### src/mips_decoder_settings.svh
// mips decoder settings
`ifndef MIPS_DECODER_SETTINGS_SVH
`define MIPS_DECODER_SETTINGS_SVH

`define MIPS_DATA_WIDTH     32
`define MIPS_ADDR_WIDTH     32
`define MIPS_REG_ADDR_WIDTH 5
`define MIPS_REG_RA         5'd31

`define MIPS_OP_RTYPE  6'h00
`define MIPS_OP_REGIMM 6'h01 // bgez / bltz
`define MIPS_OP_J      6'h02
`define MIPS_OP_JAL    6'h03
`define MIPS_OP_BEQ    6'h04
`define MIPS_OP_BNE    6'h05
`define MIPS_OP_BLEZ   6'h06
`define MIPS_OP_BGTZ   6'h07
`define MIPS_OP_ADDI   6'h08
`define MIPS_OP_ADDIU  6'h09
`define MIPS_OP_SLTI   6'h0a
`define MIPS_OP_SLTIU  6'h0b
`define MIPS_OP_ANDI   6'h0c
`define MIPS_OP_ORI    6'h0d
`define MIPS_OP_XORI   6'h0e
`define MIPS_OP_LUI    6'h0f
`define MIPS_OP_COP0   6'h10
`define MIPS_OP_LW     6'h23
`define MIPS_OP_SW     6'h2b

`define MIPS_FN_SLL  6'h00
`define MIPS_FN_SRL  6'h02
`define MIPS_FN_SRA  6'h03
`define MIPS_FN_SLLV 6'h04
`define MIPS_FN_SRLV 6'h06
`define MIPS_FN_SRAV 6'h07
`define MIPS_FN_JR   6'h08
`define MIPS_FN_JALR 6'h09
`define MIPS_FN_ADD  6'h20
`define MIPS_FN_ADDU 6'h21
`define MIPS_FN_SUB  6'h22
`define MIPS_FN_SUBU 6'h23
`define MIPS_FN_AND  6'h24
`define MIPS_FN_OR   6'h25
`define MIPS_FN_XOR  6'h26
`define MIPS_FN_NOR  6'h27
`define MIPS_FN_SLT  6'h2a
`define MIPS_FN_SLTU 6'h2b

`define MIPS_MTC0_PASS 5'd23
`define MIPS_MTC0_FAIL 5'd24
`define MIPS_MTC0_DONE 5'd25

`define MIPS_ALU_NOP       5'd0
`define MIPS_ALU_ADD       5'd1
`define MIPS_ALU_ADDU      5'd2
`define MIPS_ALU_SUB       5'd3
`define MIPS_ALU_SUBU      5'd4
`define MIPS_ALU_AND       5'd5
`define MIPS_ALU_OR        5'd6
`define MIPS_ALU_XOR       5'd7
`define MIPS_ALU_NOR       5'd8
`define MIPS_ALU_SLL       5'd9
`define MIPS_ALU_SRL       5'd10
`define MIPS_ALU_SRA       5'd11
`define MIPS_ALU_SLLV      5'd12
`define MIPS_ALU_SRLV      5'd13
`define MIPS_ALU_SRAV      5'd14
`define MIPS_ALU_SLT       5'd15
`define MIPS_ALU_SLTU      5'd16
`define MIPS_ALU_BEQ       5'd17
`define MIPS_ALU_BNE       5'd18
`define MIPS_ALU_BLEZ      5'd19
`define MIPS_ALU_BGEZ      5'd20
`define MIPS_ALU_BLTZ      5'd21
`define MIPS_ALU_BGTZ      5'd22
`define MIPS_ALU_MTC0_PASS 5'd23
`define MIPS_ALU_MTC0_FAIL 5'd24
`define MIPS_ALU_MTC0_DONE 5'd25

`define MIPS_IMM_NONE  3'd0
`define MIPS_IMM_SIGN  3'd1
`define MIPS_IMM_ZERO  3'd2
`define MIPS_IMM_SHAMT 3'd3
`define MIPS_IMM_LUI   3'd4
`define MIPS_IMM_LINK  3'd5 // pc + 8

`define MIPS_RS_NONE 2'd0
`define MIPS_RS_RS   2'd1
`define MIPS_RS_RT   2'd2

`define MIPS_RW_NONE 2'd0
`define MIPS_RW_RD   2'd1
`define MIPS_RW_RT   2'd2
`define MIPS_RW_RA   2'd3

`endif

### src/mips_decoder_pkg.sv
// mips decoder types
`include "mips_decoder_settings.svh"

package mips_decoder_pkg;

    typedef logic [`MIPS_DATA_WIDTH-1:0]     data_t;
    typedef logic [`MIPS_ADDR_WIDTH-1:0]     addr_t;
    typedef logic [`MIPS_REG_ADDR_WIDTH-1:0] reg_addr_t;
    typedef logic [4:0]                      alu_ctl_t;
    typedef logic [2:0]                      imm_sel_t;
    typedef logic [1:0]                      rs_sel_t;
    typedef logic [1:0]                      rw_sel_t;

    // raw result of the opcode / funct case
    typedef struct packed {
        alu_ctl_t alu_ctl;
        logic     is_branch_jump;
        logic     is_jump;
        logic     is_jump_reg;
        logic     is_mem_access;
        logic     mem_write;
        logic     uses_rt;
        rs_sel_t  rs_sel;
        rw_sel_t  rw_sel;
        imm_sel_t imm_sel;
    } dec_ctl_t;

    typedef struct packed {
        alu_ctl_t  alu_ctl;
        logic      is_branch_jump;
        logic      is_jump;
        logic      is_jump_reg;
        addr_t     branch_target;
        logic      is_mem_access;
        logic      mem_write;
        logic      uses_rs;
        reg_addr_t rs_addr;
        logic      uses_rt;
        reg_addr_t rt_addr;
        logic      uses_immediate;
        data_t     immediate;
        logic      uses_rw;
        reg_addr_t rw_addr;
    } dec_out_t;

endpackage

### src/branch_target_gen.sv
// branch and jump target
`timescale 1ns/1ns

module branch_target_gen (
    input  mips_decoder_pkg::data_t i_inst,
    input  mips_decoder_pkg::addr_t i_pc,
    input  logic                    i_is_jump,
    output mips_decoder_pkg::addr_t o_target
);
    import mips_decoder_pkg::*;

    addr_t offset;
    addr_t jump_target;

    // word offset, sign extended
    assign offset      = {{14{i_inst[15]}}, i_inst[15:0], 2'b00};
    assign jump_target = {4'b0000, i_inst[25:0], 2'b00};

    assign o_target = i_is_jump ? jump_target : i_pc + addr_t'(4) + offset;

endmodule

### src/immediate_gen.sv
// immediate generation
`timescale 1ns/1ns
`include "mips_decoder_settings.svh"

module immediate_gen (
    input  mips_decoder_pkg::data_t    i_inst,
    input  mips_decoder_pkg::addr_t    i_pc,
    input  mips_decoder_pkg::imm_sel_t i_imm_sel,
    output logic                       o_uses_immediate,
    output mips_decoder_pkg::data_t    o_immediate
);
    import mips_decoder_pkg::*;

    logic [15:0] imm16;
    addr_t       link;

    assign imm16 = i_inst[15:0];
    assign link  = i_pc + addr_t'(8); // return past the delay slot

    always_comb
    begin
        case (i_imm_sel)
            `MIPS_IMM_SIGN:  o_immediate = {{16{imm16[15]}}, imm16};
            `MIPS_IMM_ZERO:  o_immediate = {16'h0000, imm16};
            `MIPS_IMM_SHAMT: o_immediate = {27'd0, i_inst[10:6]};
            `MIPS_IMM_LUI:   o_immediate = {imm16, 16'h0000};
            `MIPS_IMM_LINK:  o_immediate = data_t'(link);
            default:         o_immediate = '0;
        endcase
    end

    assign o_uses_immediate = (i_imm_sel != `MIPS_IMM_NONE);

endmodule

### src/inst_field_decode.sv
// instruction field decode
`timescale 1ns/1ns
`include "mips_decoder_settings.svh"

module inst_field_decode (
    input  mips_decoder_pkg::data_t    i_inst,
    output mips_decoder_pkg::dec_ctl_t o_ctl,
    output logic                       o_supported
);
    import mips_decoder_pkg::*;

    logic [5:0] opcode;
    logic [5:0] funct;
    reg_addr_t  rd;

    assign opcode = i_inst[31:26];
    assign funct  = i_inst[5:0];
    assign rd     = i_inst[15:11];

    function automatic dec_ctl_t alu_op(
        input alu_ctl_t alu,
        input rs_sel_t  rs_sel,
        input logic     uses_rt,
        input rw_sel_t  rw_sel,
        input imm_sel_t imm_sel
    );
        dec_ctl_t c;
        c         = '0;
        c.alu_ctl = alu;
        c.rs_sel  = rs_sel;
        c.uses_rt = uses_rt;
        c.rw_sel  = rw_sel;
        c.imm_sel = imm_sel;
        return c;
    endfunction

    function automatic dec_ctl_t rtype(input alu_ctl_t alu);
        return alu_op(alu, `MIPS_RS_RS, 1'b1, `MIPS_RW_RD, `MIPS_IMM_NONE);
    endfunction

    // sll/srl/sra read rt through the rs slot
    function automatic dec_ctl_t shift(input alu_ctl_t alu);
        return alu_op(alu, `MIPS_RS_RT, 1'b0, `MIPS_RW_RD, `MIPS_IMM_SHAMT);
    endfunction

    function automatic dec_ctl_t itype(input alu_ctl_t alu, input imm_sel_t imm_sel);
        return alu_op(alu, `MIPS_RS_RS, 1'b0, `MIPS_RW_RT, imm_sel);
    endfunction

    function automatic dec_ctl_t branch(input alu_ctl_t alu);
        dec_ctl_t c;
        c                = alu_op(alu, `MIPS_RS_RS, 1'b1, `MIPS_RW_NONE, `MIPS_IMM_NONE);
        c.is_branch_jump = 1'b1;
        return c;
    endfunction

    function automatic dec_ctl_t jump(
        input alu_ctl_t alu,
        input rs_sel_t  rs_sel,
        input rw_sel_t  rw_sel,
        input imm_sel_t imm_sel,
        input logic     is_reg
    );
        dec_ctl_t c;
        c                = alu_op(alu, rs_sel, 1'b0, rw_sel, imm_sel);
        c.is_branch_jump = 1'b1;
        c.is_jump        = 1'b1;
        c.is_jump_reg    = is_reg;
        return c;
    endfunction

    // lw writes rt, sw reads it
    function automatic dec_ctl_t mem(input logic write);
        dec_ctl_t c;
        c = alu_op(`MIPS_ALU_ADD, `MIPS_RS_RS, write,
                   write ? `MIPS_RW_NONE : `MIPS_RW_RT, `MIPS_IMM_SIGN);
        c.is_mem_access = 1'b1;
        c.mem_write     = write;
        return c;
    endfunction

    function automatic dec_ctl_t cop0(input alu_ctl_t alu);
        return alu_op(alu, `MIPS_RS_NONE, 1'b1, `MIPS_RW_NONE, `MIPS_IMM_NONE);
    endfunction

    always_comb
    begin
        o_ctl       = '0;
        o_supported = 1'b1;
        case (opcode)
            `MIPS_OP_RTYPE:
            begin
                case (funct)
                    `MIPS_FN_ADD:  o_ctl = rtype(`MIPS_ALU_ADD);
                    `MIPS_FN_ADDU: o_ctl = rtype(`MIPS_ALU_ADDU);
                    `MIPS_FN_SUB:  o_ctl = rtype(`MIPS_ALU_SUB);
                    `MIPS_FN_SUBU: o_ctl = rtype(`MIPS_ALU_SUBU);
                    `MIPS_FN_AND:  o_ctl = rtype(`MIPS_ALU_AND);
                    `MIPS_FN_OR:   o_ctl = rtype(`MIPS_ALU_OR);
                    `MIPS_FN_XOR:  o_ctl = rtype(`MIPS_ALU_XOR);
                    `MIPS_FN_NOR:  o_ctl = rtype(`MIPS_ALU_NOR);
                    `MIPS_FN_SLL:  o_ctl = shift(`MIPS_ALU_SLL);
                    `MIPS_FN_SRL:  o_ctl = shift(`MIPS_ALU_SRL);
                    `MIPS_FN_SRA:  o_ctl = shift(`MIPS_ALU_SRA);
                    `MIPS_FN_SLLV: o_ctl = rtype(`MIPS_ALU_SLLV);
                    `MIPS_FN_SRLV: o_ctl = rtype(`MIPS_ALU_SRLV);
                    `MIPS_FN_SRAV: o_ctl = rtype(`MIPS_ALU_SRAV);
                    `MIPS_FN_SLT:  o_ctl = rtype(`MIPS_ALU_SLT);
                    `MIPS_FN_SLTU: o_ctl = rtype(`MIPS_ALU_SLTU);
                    `MIPS_FN_JR:
                        o_ctl = jump(`MIPS_ALU_NOP, `MIPS_RS_RS, `MIPS_RW_NONE,
                                     `MIPS_IMM_NONE, 1'b1);
                    `MIPS_FN_JALR:
                        o_ctl = jump(`MIPS_ALU_OR, `MIPS_RS_RS, `MIPS_RW_RA,
                                     `MIPS_IMM_LINK, 1'b1);
                    default:       o_supported = 1'b0; // mul/div land here too
                endcase
            end
            `MIPS_OP_ADDI:   o_ctl = itype(`MIPS_ALU_ADD, `MIPS_IMM_SIGN);
            `MIPS_OP_ADDIU:  o_ctl = itype(`MIPS_ALU_ADDU, `MIPS_IMM_SIGN);
            `MIPS_OP_SLTI:   o_ctl = itype(`MIPS_ALU_SLT, `MIPS_IMM_SIGN);
            `MIPS_OP_SLTIU:  o_ctl = itype(`MIPS_ALU_SLTU, `MIPS_IMM_SIGN);
            `MIPS_OP_ANDI:   o_ctl = itype(`MIPS_ALU_AND, `MIPS_IMM_ZERO);
            `MIPS_OP_ORI:    o_ctl = itype(`MIPS_ALU_OR, `MIPS_IMM_ZERO);
            `MIPS_OP_XORI:   o_ctl = itype(`MIPS_ALU_XOR, `MIPS_IMM_ZERO);
            `MIPS_OP_LUI:    // 0 | imm, so no rs
                o_ctl = alu_op(`MIPS_ALU_OR, `MIPS_RS_NONE, 1'b0, `MIPS_RW_RT, `MIPS_IMM_LUI);
            `MIPS_OP_BEQ:    o_ctl = branch(`MIPS_ALU_BEQ);
            `MIPS_OP_BNE:    o_ctl = branch(`MIPS_ALU_BNE);
            `MIPS_OP_BLEZ:   o_ctl = branch(`MIPS_ALU_BLEZ);
            `MIPS_OP_BGTZ:   o_ctl = branch(`MIPS_ALU_BGTZ);
            `MIPS_OP_REGIMM: o_ctl = branch(i_inst[16] ? `MIPS_ALU_BGEZ : `MIPS_ALU_BLTZ);
            `MIPS_OP_J:
                o_ctl = jump(`MIPS_ALU_NOP, `MIPS_RS_NONE, `MIPS_RW_NONE, `MIPS_IMM_NONE, 1'b0);
            `MIPS_OP_JAL:
                o_ctl = jump(`MIPS_ALU_OR, `MIPS_RS_NONE, `MIPS_RW_RA, `MIPS_IMM_LINK, 1'b0);
            `MIPS_OP_LW:     o_ctl = mem(1'b0);
            `MIPS_OP_SW:     o_ctl = mem(1'b1);
            `MIPS_OP_COP0:
            begin
                case (rd)
                    `MIPS_MTC0_PASS: o_ctl = cop0(`MIPS_ALU_MTC0_PASS);
                    `MIPS_MTC0_FAIL: o_ctl = cop0(`MIPS_ALU_MTC0_FAIL);
                    `MIPS_MTC0_DONE: o_ctl = cop0(`MIPS_ALU_MTC0_DONE);
                    default:         o_supported = 1'b0;
                endcase
            end
            default:         o_supported = 1'b0; // byte/half mem ops and unknowns
        endcase
    end

    // an unsupported encoding must leave the nop selectors
    always_comb
    begin
        assert final (o_supported || (o_ctl.rs_sel == `MIPS_RS_NONE
                      && o_ctl.rw_sel == `MIPS_RW_NONE && o_ctl.imm_sel == `MIPS_IMM_NONE))
        else $error("selectors set on unsupported encoding %h", i_inst);
    end

endmodule

### src/mips_decoder.sv
// mips decode stage
`timescale 1ns/1ns

module mips_decoder (
    input  logic                       clk,
    input  logic                       rst_n,
    input  logic                       i_inst_valid,
    input  mips_decoder_pkg::data_t    i_inst,
    input  mips_decoder_pkg::addr_t    i_pc,
    output logic                       o_valid,
    output logic                       o_illegal,
    output mips_decoder_pkg::dec_out_t o_dec
);
    import mips_decoder_pkg::*;

    dec_ctl_t ctl;
    logic     supported;
    addr_t    target;
    dec_out_t dec;
    logic     accept;

    inst_field_decode i_inst_field_decode (
        .i_inst      (i_inst),
        .o_ctl       (ctl),
        .o_supported (supported)
    );

    operand_select i_operand_select (
        .i_inst    (i_inst),
        .i_rs_sel  (ctl.rs_sel),
        .i_uses_rt (ctl.uses_rt),
        .i_rw_sel  (ctl.rw_sel),
        .o_uses_rs (dec.uses_rs),
        .o_rs_addr (dec.rs_addr),
        .o_uses_rt (dec.uses_rt),
        .o_rt_addr (dec.rt_addr),
        .o_uses_rw (dec.uses_rw),
        .o_rw_addr (dec.rw_addr)
    );

    immediate_gen i_immediate_gen (
        .i_inst           (i_inst),
        .i_pc             (i_pc),
        .i_imm_sel        (ctl.imm_sel),
        .o_uses_immediate (dec.uses_immediate),
        .o_immediate      (dec.immediate)
    );

    branch_target_gen i_branch_target_gen (
        .i_inst    (i_inst),
        .i_pc      (i_pc),
        .i_is_jump (ctl.is_jump),
        .o_target  (target)
    );

    assign dec.alu_ctl        = ctl.alu_ctl;
    assign dec.is_branch_jump = ctl.is_branch_jump;
    assign dec.is_jump        = ctl.is_jump;
    assign dec.is_jump_reg    = ctl.is_jump_reg;
    assign dec.is_mem_access  = ctl.is_mem_access;
    assign dec.mem_write      = ctl.mem_write;
    // jr/jalr resolve their target from rs later
    assign dec.branch_target  = (ctl.is_branch_jump && !ctl.is_jump_reg) ? target : '0;

    assign accept = i_inst_valid && supported;

    always_ff @(posedge clk or negedge rst_n)
    begin
        if (!rst_n)
        begin
            o_valid   <= 1'b0;
            o_illegal <= 1'b0;
            o_dec     <= '0;
        end
        else
        begin
            o_valid   <= accept;
            o_illegal <= i_inst_valid && !supported; // one pulse per bad word
            o_dec     <= accept ? dec : '0; // nop bundle otherwise
        end
    end

    a_valid_illegal_excl: assert property (@(posedge clk) disable iff (!rst_n)
        !(o_valid && o_illegal));

endmodule

### src/operand_select.sv
// register operand select
`timescale 1ns/1ns
`include "mips_decoder_settings.svh"

module operand_select (
    input  mips_decoder_pkg::data_t     i_inst,
    input  mips_decoder_pkg::rs_sel_t   i_rs_sel,
    input  logic                        i_uses_rt,
    input  mips_decoder_pkg::rw_sel_t   i_rw_sel,
    output logic                        o_uses_rs,
    output mips_decoder_pkg::reg_addr_t o_rs_addr,
    output logic                        o_uses_rt,
    output mips_decoder_pkg::reg_addr_t o_rt_addr,
    output logic                        o_uses_rw,
    output mips_decoder_pkg::reg_addr_t o_rw_addr
);
    import mips_decoder_pkg::*;

    reg_addr_t rs_field;
    reg_addr_t rt_field;
    reg_addr_t rd_field;

    assign rs_field = i_inst[25:21];
    assign rt_field = i_inst[20:16];
    assign rd_field = i_inst[15:11];

    always_comb
    begin
        case (i_rs_sel)
            `MIPS_RS_RS: o_rs_addr = rs_field;
            `MIPS_RS_RT: o_rs_addr = rt_field; // shifts by shamt
            default:     o_rs_addr = '0;
        endcase
        case (i_rw_sel)
            `MIPS_RW_RD: o_rw_addr = rd_field;
            `MIPS_RW_RT: o_rw_addr = rt_field;
            `MIPS_RW_RA: o_rw_addr = `MIPS_REG_RA; // jal/jalr link
            default:     o_rw_addr = '0;
        endcase
    end

    assign o_rt_addr = i_uses_rt ? rt_field : '0;

    // register zero never counts as a dependency
    assign o_uses_rs = |o_rs_addr;
    assign o_uses_rt = |o_rt_addr;
    assign o_uses_rw = |o_rw_addr;

    always_comb
    begin
        assert final (!(o_uses_rs && o_rs_addr == '0) && !(o_uses_rt && o_rt_addr == '0)
                      && !(o_uses_rw && o_rw_addr == '0))
        else $error("uses flag raised for register zero");
    end

endmodule

### config.mk
export PLATFORM = sky130hd
export DESIGN_NAME = mips_decoder
export DESIGN_NICKNAME = d
export VERILOG_FILES = /design/src/mips_decoder_pkg.sv /design/src/branch_target_gen.sv /design/src/immediate_gen.sv /design/src/inst_field_decode.sv /design/src/mips_decoder.sv /design/src/operand_select.sv
export VERILOG_INCLUDE_DIRS = /design/src
export SDC_FILE = /design/constraint.sdc
export NUM_CORES = 1
export LEC_CHECK = 0
export BUFFER_PORTS_ARGS = -buffer_cell sky130_fd_sc_hd__buf_2
export CAP_MARGIN = 20
export CORE_UTILIZATION = 49
export CTS_BUF_LIST = sky130_fd_sc_hd__clkbuf_8
export DETAILED_ROUTE_END_ITERATION = 16
export PLACE_DENSITY = 0.82
export SLEW_MARGIN = 20
export SYNTH_ARGS = -nofsm -noshare
export SYNTH_HDL_FRONTEND = slang
export SYNTH_SLANG_ARGS = --single-unit
### constraint.sdc
create_clock -name clk -period 0.8 [get_ports clk]
set_input_delay 0.08 -clock clk [delete_from_list [all_inputs] [get_ports clk]]
set_output_delay 0.08 -clock clk [all_outputs]
set_load 0.01 [all_outputs]
==> results of run 1 <==
## timing repair
action,in CTS
hold buffers,3
buffers inserted,20
pin swaps,52
resized for setup,78
endpoints found under the hold margin,99
endpoints found under the setup margin,190
cloned,2
## metal layers
layer  overflow  global-route usage, %
met1          0                   72.7
met2          2                   91.4
met3          0                   50.7
met4          1                   71.2
met5          0                   10.7
## through the flow
step	util (%)	setup WS, ps	cell area (um2)
4_1_cts	81.9	-1250	10900
3_5_place_dp	75.6	-1850	10000
3_3_place_gp	75.6	-1750	10000
2_1_floorplan	-	-1460	7520
## logic make-up after synthesis
logic type / share of synthesized area (%)
buf+inv: 3.85
compound gates: 19.1
simple gates: 22.7
mux: 0.149
fa+ha+maj: 11.5
xor+xnor: 7.19
flops: 35.5
==> metrics.cfg, run 1 <==
[logic_synthesis]
synth_largest_area_cell = dfrtp_1
synth_common_cells = nor2_1 (116), dfrtp_1 (95), nand2_1 (81), a21oi_1 (64), ha_1 (60)
yosysMostFrequentCell = nor2_1
ys.warnings.count = 0
synth.distinct_cells = 63
synth_area_um2 = 6700
synth_top_area_share_pct = 35.5
async_flop_share_pct = 100
syn_inst = 784
ys.flop_type = dfrtp_1
synth_edf_count = 0
synthTopCellsByArea = dfrtp_1 (36%), ha_1 (11%), nor2_1 (6.5%)
synth_seq_area_share_pct = 35.5
ys_ff_latch = 95
syn-num-nets = 912
postSynthAreaPerCell_um2 = 8.54

[floorplan]
io_pins = 162
die-height_um = 119
initial_core_util_pct = 50.4
die_x_um = 119
row_count = 42

[place]
dp.cells = 1302
gp_congestion = 0.980
portBuffers = 161
post-dp-hpwl_um = 19000

[sta]
grt-worst-endpoint = o_dec[68]$_DFF_PN0_/D
worstEpCategory = sequential cell input

[run_status]
failed_stage = global routing
tool.error = [ERROR GRT-0232] Routing congestion too high. Check the congestion heatmap in the GUI.
status = stopped before the end

[clocking]
clockBufferDepth = 2
cts_inserted_buffers = 9
htreeDepth = 3
clock-sinks = 95
clk_root_buffer_cell = clkbuf_8

[global_routing]
grt_use_total_pct = 71.3
grt_overflow = 3
grt_max_degree = 41

==> run 2: changes to the inputs <==
Settings changed: CORE_UTILIZATION 49 to 34, CTS_BUF_LIST sky130_fd_sc_hd__clkbuf_8 to unset, PLACE_DENSITY 0.82 to unset, PLACE_DENSITY_LB_ADDON set to 0.15.
==> run 2 against run 1 <==
Net effect:
- the flow now finishes, with violations (negative setup slack)
- synthesized area unchanged
- synthesized cell count stayed put
==> metrics.cfg, run 2 <==
[drt]
vias_per_cell = 5.28
wl_per_cell_um = 18.4
drt-initial-drc-count = 526
drtAntennaViolNets = 0
vias = 7702
drc = 0
dr.pass1.iters = 5
finalWirelength_um = 26900

[floorplan]
row_count = 50
io_pins = 162
initial_core_util_pct = 35.2
die-height_um = 142
die_area_um2 = 20300
die_x_um = 142
core_um2 = 19000

[final_layout]
layout_commonest_cell = buf_4
diodes = 0
utilization_pct = 63.4
synthToLayoutAreaGrowth_pct = 80.1
fin_area_um2 = 12100
final_cell_mix = buf_4 (230), buf_2 (137), nor2_1 (96)
drive_above_1_share_pct = 55.5
largest_reg_flops = 93
reg.largest.list = o_dec (93), o_illegal (1), o_valid (1)
nets = 1322
top_register = o_dec

[worst_setup_path]
worstSetupPathType = in2reg
worstPathRequired_ps = 1060
arrival_ps = 2530
critPathLaunchType = input port
path_max_fanout = 3
startpoint = i_pc[3]
end_kind = flip-flop
endpoint = o_dec[70]

[logic_synthesis]
synth_edf_count = 0
synth_common_cells = nor2_1 (116), dfrtp_1 (95), nand2_1 (81), a21oi_1 (64), ha_1 (60)
synth_largest_area_cell = dfrtp_1
synth_top_area_share_pct = 35.5
synthMuxAreaShare_pct = 0.149
synthTopCellsByArea = dfrtp_1 (36%), ha_1 (11%), nor2_1 (6.5%)
synth_seq_area_share_pct = 35.5
synthSimpleGateAreaFrac_pct = 22.7
postSynthAreaPerCell_um2 = 8.54
synth_area_um2 = 6700
synth_compound_area_share_pct = 19.1
async_flop_share_pct = 100
ys.flop_type = dfrtp_1
syn_inst = 784
synth_xor_area_share_pct = 7.19
ys.warnings.count = 0
synth_top_family_by_area = simple AND/OR/NAND/NOR gates
ys_ff_latch = 95
yosysMostFrequentCell = nor2_1
syn-num-nets = 912
synth.distinct_cells = 63
synthAdderAreaFrac_pct = 11.5

[sta]
layout_setup_ws_ps = -1470
slew_violations = 0
worst_slew_pin_slew_ps = 564
fmax_ghz = 0.441
setup_violations = 190
rsz0062_at_grt = true
hold_violations = 0
slew_headroom_pct = 62.3
finalCriticalPeriod_ps = 2270
post-route-period-util_pct = 284
final.setup.tns_ps = -108200

[clocking]
clock-sinks = 95
clk_root_buffer_cell = clkbuf_16
path_clk_slew_ps = 70
htreeDepth = 3
clockBufferDepth = 2
cts_inserted_buffers = 9
cts_tree = built

[place]
dpl_cell_area_um2 = 10200
gp_congestion = 0.924
portBuffers = 161
post-dp-hpwl_um = 19600
dp_slack_ps = -1840

[power]
power_w = 0.0150
p_per_area_nw_per_um2 = 1240
leakagePower_nw = 5.67
peakVddDrop_v = 0.00101

[global_routing]
grt_pass1_vias = 7263
grt_max_degree = 34
grt_overflow = 0
grt_use_total_pct = 25.1
antenna_found_initial = 0
grt_pass1_wl_um = 38700

[flow_run]
max-cap-violations = 0

[run_status]
status = finished, violations left
violations = negative setup slack

[min_path]
min_path_type = in2reg

-- run 2: cell counts after synthesis --
No cell type changed its count.
-- run 2: worst max-delay path: stages --
cell and delay, ps:
buf_8 100, ha_4 230, ha_4 160, fa_2 350
a21oi_2 170, nand4b_1 160, nand4b_1 240, a21oi_2 300
buf_4 180, o21ai_4 70, xnor2_2 150, nand2_1 80
a21oi_2 240
-- run 2: final cells by class --
| class | count | area (um2) |
|---|---|---|
| fill | 1598 | 6960 |
| multi-input combinational | 629 | 5530 |
| timing repair buffer | 441 | 3480 |
| sequential | 95 | 2380 |
| tap | 260 | 325 |
| clock buffer | 11 | 243 |
| inverter | 18 | 75.1 |
| clock inverter | 5 | 40.0 |
-- run 2: how the worst min path moves through the flow --
stage / from / endpoint / cells past startpoint
global route: i_pc[0] / o_dec[6] / 3
detailed placement: rst_n / o_dec[12] / 1
CTS: i_pc[0] / o_dec[6] / 3
finish: i_pc[0] / o_dec[6] / 3
floorplan: rst_n / o_dec[0] / 0
global placement: rst_n / o_dec[12] / 1
-- run 2: cell families (layout without fill, tap and decap cells) --
group                      Yosys count  count (layout)
AOI/OAI and AO/OA                  192             192
xor gates and xnor gates            55              55
adders and majority gates           61              61
buffers and inverters               60             475
DFF                                 95              95
muxes                                1               1
and+or+nand+nor                    320             320
-- run 2: power breakdown --
| group | total [W] | internal, W | switching (W) |
|---|---|---|---|
| clock | 0.00426 | 0.00223 | 0.00203 |
| sequential | 0.00485 | 0.00484 | 0.0000127 |
| combinational | 0.00588 | 0.00296 | 0.00291 |
-- run 2: through the flow --
step / instances / hold slack, ps
floorplan: 784 / -216
global placement: 1388 / -50.2
detailed placement: 1388 / -53.1
CTS: 1428 / 18.6
global route: 1459 / 41.9
finish: 1459 / 27.1
-- run 2: what timing repair did --
item | in CTS | in global routing
resized for setup | 84 | 135
gates cloned | 0 | 9
pin swaps | 65 | 95
hold endpoints to repair | 97 | 0
endpoints found under the setup margin | 190 | 190
buffers inserted | 22 | 28
hold buffers | 3 | 0
-- run 2: metal layers --
| layer | track usage [%] | vias to the layer above | wire (um) |
|---|---|---|---|
| met1 | 32.3 | 3745 | 11300 |
| met3 | 2.79 | 36 | 1400 |
| met4 | 7.41 | 0 | 516 |
| li1 | - | 3651 | - |
| met2 | 44.1 | 270 | 13700 |
| met5 | 0 | - | 0 |
No activity file was read; power rests on OpenSTA's default activity.
